**src/verilog/desKeyPkg.sv**
```systemverilog
package desKeyPkg;

   // ****************************************
   // sizes and credit depths
   // ****************************************

   localparam int IN_CREDITS     = 2;
   localparam int OUT_DEPTH      = 2;
   localparam int OUT_CREDIT_MAX = 7;
   localparam int ROUND_COUNT    = 16;

   // bit r is set where round r+1 rotates by one place (rounds 1, 2, 9 and 16).
   localparam logic [15:0] SHIFT_ONE = 16'b1000_0001_0000_0011;

   // ****************************************
   // types
   // ****************************************

   typedef enum logic {
      OP_ENCRYPT,
      OP_DECRYPT
   } keyOp_t;

   typedef enum logic {
      ENG_IDLE,
      ENG_RUN
   } engState_t;

   // key[55] is key bit 1, the first bit of the first key byte.
   typedef struct packed {
      logic [3:0]  keyTag;
      keyOp_t      op;
      logic [55:0] key;
   } keyReq_t;

   typedef struct packed {
      logic [3:0]  keyTag;
      logic [3:0]  round;
      logic        last;
      logic [47:0] value;
   } subkey_t;

endpackage
```
**src/verilog/desKeySchedule.sv**
```systemverilog
`timescale 1ns/1ps

module desKeySchedule import desKeyPkg::*; (
   input  logic    clk,
   input  logic    arstN,
   input  logic    reqValid,
   input  keyReq_t req,
   output logic    reqCredit,
   input  logic    subkeyCredit,
   output logic    subkeyValid,
   output subkey_t subkey
);

   logic        headValid;
   keyReq_t     headReq;
   logic        headTake;
   logic [55:0] cdLoad;
   logic [55:0] cdRound;
   logic [47:0] subkeyValue;
   logic        stepValid;
   subkey_t     stepWord;
   logic        outRoom;

   // ****************************************
   // request side and PC-1
   // ****************************************

   keyIntake keyIntake_i (
      .clk(clk), .arstN(arstN), .reqValid(reqValid), .req(req), .reqCredit(reqCredit),
      .headValid(headValid), .headReq(headReq), .headTake(headTake)
   );

   keyPermChoice1 keyPermChoice1_i (.key(headReq.key), .cd(cdLoad));

   // ****************************************
   // rounds, PC-2 and subkey side
   // ****************************************

   roundKeyEngine roundKeyEngine_i (
      .clk(clk), .arstN(arstN), .headValid(headValid), .headReq(headReq),
      .cdLoad(cdLoad), .headTake(headTake), .cdRound(cdRound), .subkeyValue(subkeyValue),
      .stepValid(stepValid), .stepWord(stepWord), .outRoom(outRoom)
   );

   keyPermChoice2 keyPermChoice2_i (.cd(cdRound), .subkeyValue(subkeyValue));

   subkeyOutput subkeyOutput_i (
      .clk(clk), .arstN(arstN), .stepValid(stepValid), .stepWord(stepWord),
      .outRoom(outRoom), .subkeyCredit(subkeyCredit), .subkeyValid(subkeyValid),
      .subkey(subkey)
   );

endmodule

```
**src/verilog/subkeyOutput.sv**
```systemverilog
`timescale 1ns/1ps

module subkeyOutput import desKeyPkg::*; (
   input  logic    clk,
   input  logic    arstN,
   input  logic    stepValid,
   input  subkey_t stepWord,
   output logic    outRoom,
   input  logic    subkeyCredit,
   output logic    subkeyValid,
   output subkey_t subkey
);

   subkey_t                                 entry [OUT_DEPTH];
   logic [$clog2(OUT_DEPTH)-1:0]            wrPtr;
   logic [$clog2(OUT_DEPTH)-1:0]            rdPtr;
   logic [$clog2(OUT_DEPTH+1)-1:0]          count;
   logic [$clog2(OUT_CREDIT_MAX+1)-1:0]     creditCnt;
   logic                                    push;
   logic                                    send;

   assign outRoom = (count < OUT_DEPTH);
   assign push    = stepValid && outRoom;

   // a credit arriving in this cycle already allows a send.
   assign send = (count != '0) && ((creditCnt != '0) || subkeyCredit);

   always_ff @(posedge clk or negedge arstN) begin
      if (!arstN) begin
         wrPtr       <= '0;
         rdPtr       <= '0;
         count       <= '0;
         creditCnt   <= '0;
         subkeyValid <= 1'b0;
      end else begin
         if (push) begin
            wrPtr <= wrPtr + 1'b1;
         end
         if (send) begin
            rdPtr <= rdPtr + 1'b1;
         end
         count       <= count + push - send;
         creditCnt   <= creditCnt + subkeyCredit - send;
         subkeyValid <= send;
      end
   end

   always_ff @(posedge clk) begin
      if (push) begin
         entry[wrPtr] <= stepWord;
      end
      if (send) begin
         subkey <= entry[rdPtr];
      end
   end

   aCreditMax: assert property (@(posedge clk) disable iff (!arstN)
      (subkeyCredit && !send) |-> (creditCnt < OUT_CREDIT_MAX));

endmodule

```
**src/verilog/roundKeyEngine.sv**
```systemverilog
`timescale 1ns/1ps

module roundKeyEngine import desKeyPkg::*; (
   input  logic        clk,
   input  logic        arstN,
   input  logic        headValid,
   input  keyReq_t     headReq,
   input  logic [55:0] cdLoad,
   output logic        headTake,
   output logic [55:0] cdRound,
   input  logic [47:0] subkeyValue,
   output logic        stepValid,
   output subkey_t     stepWord,
   input  logic        outRoom
);

   engState_t   state;
   logic [55:0] cdReg;
   logic [55:0] cdStart;
   logic [3:0]  roundCnt;
   logic [3:0]  nextIdx;
   logic [3:0]  tagReg;
   keyOp_t      opReg;
   logic        doRot;
   logic        shiftTwo;
   logic        isLast;

   function automatic logic [27:0] rot28(input logic [27:0] h, input logic left,
                                         input logic two);
      if (left) begin
         return two ? {h[25:0], h[27:26]} : {h[26:0], h[27]};
      end
      return two ? {h[1:0], h[27:2]} : {h[0], h[27:1]};
   endfunction

   // ****************************************
   // rotation choice
   // ****************************************

   // decrypt starts from CD16, which equals the loaded CD0, then undoes rounds 16 to 2.
   always_comb begin
      nextIdx  = roundCnt + 4'd1;
      doRot    = 1'b1;
      shiftTwo = !SHIFT_ONE[roundCnt];
      if (opReg == OP_DECRYPT) begin
         doRot    = (roundCnt != 4'(ROUND_COUNT - 1));
         shiftTwo = !SHIFT_ONE[nextIdx];
      end
   end

   assign cdRound = doRot ? {rot28(cdReg[55:28], opReg == OP_ENCRYPT, shiftTwo),
                             rot28(cdReg[27:0], opReg == OP_ENCRYPT, shiftTwo)}
                          : cdReg;

   assign isLast    = (opReg == OP_ENCRYPT) ? (roundCnt == 4'(ROUND_COUNT - 1))
                                            : (roundCnt == 4'd0);
   assign headTake  = (state == ENG_IDLE) && headValid;
   assign stepValid = (state == ENG_RUN) && outRoom;
   assign stepWord  = '{keyTag: tagReg, round: roundCnt, last: isLast, value: subkeyValue};

   // ****************************************
   // state
   // ****************************************

   always_ff @(posedge clk or negedge arstN) begin
      if (!arstN) begin
         state    <= ENG_IDLE;
         roundCnt <= '0;
      end else begin
         case (state)
            ENG_IDLE: begin
               if (headValid) begin
                  state    <= ENG_RUN;
                  roundCnt <= (headReq.op == OP_DECRYPT) ? 4'(ROUND_COUNT - 1) : 4'd0;
               end
            end
            ENG_RUN: begin
               if (outRoom) begin
                  if (isLast) begin
                     state <= ENG_IDLE;
                  end else if (opReg == OP_ENCRYPT) begin
                     roundCnt <= roundCnt + 4'd1;
                  end else begin
                     roundCnt <= roundCnt - 4'd1;
                  end
               end
            end
            default: state <= ENG_IDLE;
         endcase
      end
   end

   always_ff @(posedge clk) begin
      if (headTake) begin
         cdReg   <= cdLoad;
         cdStart <= cdLoad;
         tagReg  <= headReq.keyTag;
         opReg   <= headReq.op;
      end else if (stepValid) begin
         cdReg <= cdRound;
      end
   end

   // the sixteen rotations add up to 28 places, so encrypt ends on the loaded halves
   // and decrypt ends on CD1, one place left of them.
   aRotTotal: assert property (@(posedge clk) disable iff (!arstN)
      (stepValid && isLast) |-> (cdRound == ((opReg == OP_ENCRYPT) ? cdStart :
         {rot28(cdStart[55:28], 1'b1, 1'b0), rot28(cdStart[27:0], 1'b1, 1'b0)})));

endmodule

```
**src/verilog/keyPermChoice2.sv**
```systemverilog
`timescale 1ns/1ps

module keyPermChoice2 (
   input  logic [55:0] cd,
   output logic [47:0] subkeyValue
);

   // cd[55] is C bit 1 and cd[0] is D bit 28.
   // PC-2 leaves out positions 9, 18, 22, 25, 35, 38, 43 and 54.

   // ****************************************
   // bits from C
   // ****************************************

   assign subkeyValue[47:24] = {
      cd[42], cd[39], cd[45], cd[32], cd[55], cd[51],
      cd[53], cd[28], cd[41], cd[50], cd[35], cd[46],
      cd[33], cd[37], cd[44], cd[52], cd[30], cd[48],
      cd[40], cd[49], cd[29], cd[36], cd[43], cd[54]
   };

   // ****************************************
   // bits from D
   // ****************************************

   assign subkeyValue[23:0] = {
      cd[15], cd[4],  cd[25], cd[19], cd[9],  cd[1],
      cd[26], cd[16], cd[5],  cd[11], cd[23], cd[8],
      cd[12], cd[7],  cd[17], cd[0],  cd[22], cd[3],
      cd[10], cd[14], cd[6],  cd[20], cd[27], cd[24]
   };

endmodule

```
**src/verilog/keyPermChoice1.sv**
```systemverilog
`timescale 1ns/1ps

module keyPermChoice1 (
   input  logic [55:0] key,
   output logic [55:0] cd
);

   // full[63] is bit 1 of the 64-bit key, full[0] is bit 64.
   logic [63:0] full;

   // ****************************************
   // byte rebuild with parity
   // ****************************************

   // each byte is its seven key bits followed by their XOR as the low bit.
   for (genvar b = 0; b < 8; b++) begin : gByte
      assign full[8*b+7:8*b+1] = key[7*b+6:7*b];
      assign full[8*b]         = ^key[7*b+6:7*b];
   end

   // ****************************************
   // PC-1 selection
   // ****************************************

   // the parity positions (multiples of eight) are never picked.
   assign cd[55:28] = {
      full[7],  full[15], full[23], full[31], full[39], full[47], full[55],
      full[63], full[6],  full[14], full[22], full[30], full[38], full[46],
      full[54], full[62], full[5],  full[13], full[21], full[29], full[37],
      full[45], full[53], full[61], full[4],  full[12], full[20], full[28]
   };

   assign cd[27:0] = {
      full[1],  full[9],  full[17], full[25], full[33], full[41], full[49],
      full[57], full[2],  full[10], full[18], full[26], full[34], full[42],
      full[50], full[58], full[3],  full[11], full[19], full[27], full[35],
      full[43], full[51], full[59], full[36], full[44], full[52], full[60]
   };

endmodule

```
**src/verilog/keyIntake.sv**
```systemverilog
`timescale 1ns/1ps

module keyIntake import desKeyPkg::*; (
   input  logic    clk,
   input  logic    arstN,
   input  logic    reqValid,
   input  keyReq_t req,
   output logic    reqCredit,
   output logic    headValid,
   output keyReq_t headReq,
   input  logic    headTake
);

   keyReq_t                              slot [IN_CREDITS];
   logic [$clog2(IN_CREDITS)-1:0]        wrPtr;
   logic [$clog2(IN_CREDITS)-1:0]        rdPtr;
   logic [$clog2(IN_CREDITS+1)-1:0]      count;
   logic                                 deq;

   assign headValid = (count != '0);
   assign headReq   = slot[rdPtr];
   assign deq       = headTake && headValid;

   // each freed slot goes straight back to upstream as a credit.
   assign reqCredit = deq;

   always_ff @(posedge clk or negedge arstN) begin
      if (!arstN) begin
         wrPtr <= '0;
         rdPtr <= '0;
         count <= '0;
      end else begin
         if (reqValid) begin
            wrPtr <= wrPtr + 1'b1;
         end
         if (deq) begin
            rdPtr <= rdPtr + 1'b1;
         end
         count <= count + reqValid - deq;
      end
   end

   always_ff @(posedge clk) begin
      if (reqValid) begin
         slot[wrPtr] <= req;
      end
   end

   // upstream only sends against a credit, so a full buffer never sees a request.
   aReqNotFull: assert property (@(posedge clk) disable iff (!arstN)
      reqValid |-> (count != IN_CREDITS));

endmodule

```
**config.mk**
```make
export PLATFORM = sky130hd
export DESIGN_NAME = desKeySchedule
export DESIGN_NICKNAME = d
export VERILOG_FILES = /design/src/verilog/desKeyPkg.sv /design/src/verilog/desKeySchedule.sv /design/src/verilog/subkeyOutput.sv /design/src/verilog/roundKeyEngine.sv /design/src/verilog/keyPermChoice2.sv /design/src/verilog/keyPermChoice1.sv /design/src/verilog/keyIntake.sv
export SDC_FILE = /design/constraint.sdc
export NUM_CORES = 1
export LEC_CHECK = 0
export BUFFER_PORTS_ARGS = -buffer_cell sky130_fd_sc_hd__buf_2
export CORE_MARGIN = 2
export CORE_UTILIZATION = 54
export DETAILED_ROUTE_END_ITERATION = 10
export PLACE_DENSITY = 0.73
export SLEW_MARGIN = 20
export SYNTH_ARGS = -nofsm -noshare
export SYNTH_HDL_FRONTEND = slang
export SYNTH_HIERARCHICAL = 1
export SYNTH_SLANG_ARGS = --single-unit
```
**constraint.sdc**
```tcl
create_clock -name clk -period 7.75 [get_ports clk]
set_input_delay 0.3875 -clock clk [delete_from_list [all_inputs] [get_ports clk]]
set_output_delay 0.3875 -clock clk [all_outputs]
set_load 0.01 [all_outputs]
```
==> results.json <==
{
  "multiInputGateArea_um2": 4880,
  "synth_area_um2": 17500,
  "crit_start": "roundKeyEngine_i/roundCnt[0]",
  "final_nets": 1270,
  "postCtsHoldBufs": 1,
  "regToRegSetupSlack_ps": 4160,
  "p_leak_nw": 6.78,
  "powerDensity_nw_per_um2": 484,
  "cp.required_ps": 7930,
  "cp.depth": 7,
  "dp_slack_ps": 4320,
  "tns_ps": 0,
  "dp.cells": 1554,
  "routedWlPerCell_um": 19.7,
  "worstPathMaxFanout": 39,
  "instances_no_fill": 1624,
  "layout-drive-gt1-share_pct": 30.0,
  "final-hold-violation-count": 0,
  "crit_type": "reg2reg",
  "cts_buffer_depth": 3,
  "cp-endpoint": "subkeyOutput_i/entry[1][31]",
  "drt_iter0_drc": 1210,
  "grt_start_max_net_pins": 93,
  "cp_num_buf_inv": 1,
  "tightest_slew_ps": 1030,
  "die_area_um2": 33900,
  "n_antenna_cell": 0,
  "dp_hpwl_mm": 20.3,
  "gp_congestion": 0.834,
  "die_y_um": 184,
  "fin_crit_ps": 3590,
  "relSlewSlack_pct": 31.6,
  "worst_ir_drop_vdd_mv": 0.231,
  "firstDrtPassIters": 5,
  "whs_ps": 47.6,
  "reg2reg_depth": 7,
  "setup_viol": 0,
  "clkTransAtPathRegs_ps": 60,
  "portBuffers": 123,
  "cts_resized": 0,
  "fmax_mhz": 279,
  "hold_depth": 1,
  "num_rows": 65,
  "crit_family": "compound AO/OA/AOI/OAI gates",
  "initial_core_util_pct": 55.2,
  "coreArea_um2": 31700,
  "r2r-end": "subkeyOutput_i/entry[1][31]",
  "finClkSkew_ps": 16.3,
  "critPathLaunchType": "flop",
  "grt_pass1_vias": 8908,
  "cp-end-kind": "flop",
  "post_cts_buffers": 0,
  "worst_path_max_delay_cell": "dfrtp_1",
  "synth.avg_cell_area_um2": 14.2,
  "cts-buffers-inserted": 39,
  "io_pins": 124,
  "path_cells": "inv_1 > ha_1 > o41a_1 > o211a_1 > and2_4 > a221oi_1 > a21oi_1",
  "grtUsageTotal_pct": 18.9,
  "clockRootBuffer": "clkbuf_16",
  "antenna_found_initial": 0,
  "cts_tree": "built",
  "max_cap_violations": 0,
  "syn-num-nets": 1313,
  "fill_cells": 2422,
  "timing.final.crit_share_pct": 46.3,
  "slowest_delay_ps": 540,
  "rsz0062_at_grt": "false",
  "netlist_instances": 1237,
  "grt_pass1_wl_mm": 49.9,
  "total_power_mw": 8.93,
  "regToRegStartpoint": "roundKeyEngine_i/roundCnt[0]",
  "status": "completed",
  "clk_latency_ps": 530,
  "die_x_um": 184,
  "crit_arrival_ps": 3770,
  "drc": 0,
  "vias_per_cell": 5.85,
  "num_vias": 9503,
  "drv_slew": 0,
  "seq_area_um2": 11100,
  "worstHoldPathType": "in2reg",
  "clock-sinks": 371,
  "yosys_warnings": 6,
  "area_delta_synth_final_pct": 5.30,
  "htree_levels": 2,
  "ant_nets": 0,
  "final.setup.worst_slack_ps": 4160,
  "gr-total-overflow": 0,
  "wirelength_mm": 31.9
}
[area by class of cell]
type                    instances  area share (%)
clock buffers                  48            5.70
flip-flops and latches        371            60.0
repair buffers                139            4.07
inverters                      12           0.244
clock inverters                21           0.828
multi-input cells             631            26.5
well taps                     402            2.73
[worst min path at each step]
stage / to / from
2_1_floorplan: keyIntake_i/count[0] / arstN
3_3_place_gp: keyIntake_i/wrPtr / arstN
3_5_place_dp: keyIntake_i/wrPtr / arstN
4_1_cts: keyIntake_i/slot[0][22] / req[22]
5_1_grt: keyIntake_i/slot[1][6] / req[6]
6_report: keyIntake_i/slot[1][59] / req[59]
[layout by cell type, fill, tap and decap left out, types with 2 or more instances in the layout]
cell type	n
a31oi_1	3
mux2_4	59
clkbuf_16	41
buf_4	14
o22ai_1	2
mux2i_1	19
inv_1	11
a22oi_1	10
nand2_2	2
or2_2	2
and3_1	6
or3_1	4
xnor2_1	9
clkinv_2	5
mux2_2	73
nor2_4	3
clkinv_1	11
a221o_1	5
bufinv_16	2
a221oi_1	58
buf_2	123
nor3_1	41
o21ai_0	5
a221oi_2	20
a21oi_1	43
o221ai_1	12
edfxtp_1	354
nor2_1	171
dfrtp_1	15
clkbuf_1	7
ha_1	10
clkinvlp_4	2
nand3_1	2
nand2_1	36
xor2_1	4
a21bo_2	5
[power breakdown]
part / switching, mW / leakage [nW] / internal [mW]
Sequential: 0.470 / 3.59 / 3.51
Combinational: 1.87 / 2.60 / 1.32
Clock: 0.722 / 0.585 / 1.03
Total: 3.07 / 6.78 / 5.87
[through the flow]
step	utilization [%]	area [µm²]
after floorplan	-	17500
after global placement	54.3	17200
after detailed placement	54.3	17200
after CTS	58.2	18400
after global routing	58.2	18400
final	58.2	18400
[routing by layer]
layer  GRT usage, %  vias to the layer above  wire, µm  part of all wire [%]
li1               -                     4425         -                     -
met4           4.99                        0       501                   1.6
met1           30.3                     4578     14900                    47
met5              0                        -         0                     0
met2           26.3                      458     13500                    42
met3           3.58                       42      2990                   9.4
[sequential cells by signal, summed over array words and instances, names as in the netlist, 2 cells and up]
| signal | count |
|---|---|
| keyIntake_i/count | 2 |
| keyIntake_i/slot | 122 |
| subkeyOutput_i/count | 2 |
| subkeyOutput_i/subkey | 57 |
| subkeyOutput_i/creditCnt | 3 |
| roundKeyEngine_i/roundCnt | 4 |
| subkeyOutput_i/entry | 114 |
| roundKeyEngine_i/cdReg | 56 |
| roundKeyEngine_i/tagReg | 4 |
Note: power is estimated with default switching activity, not from simulation.
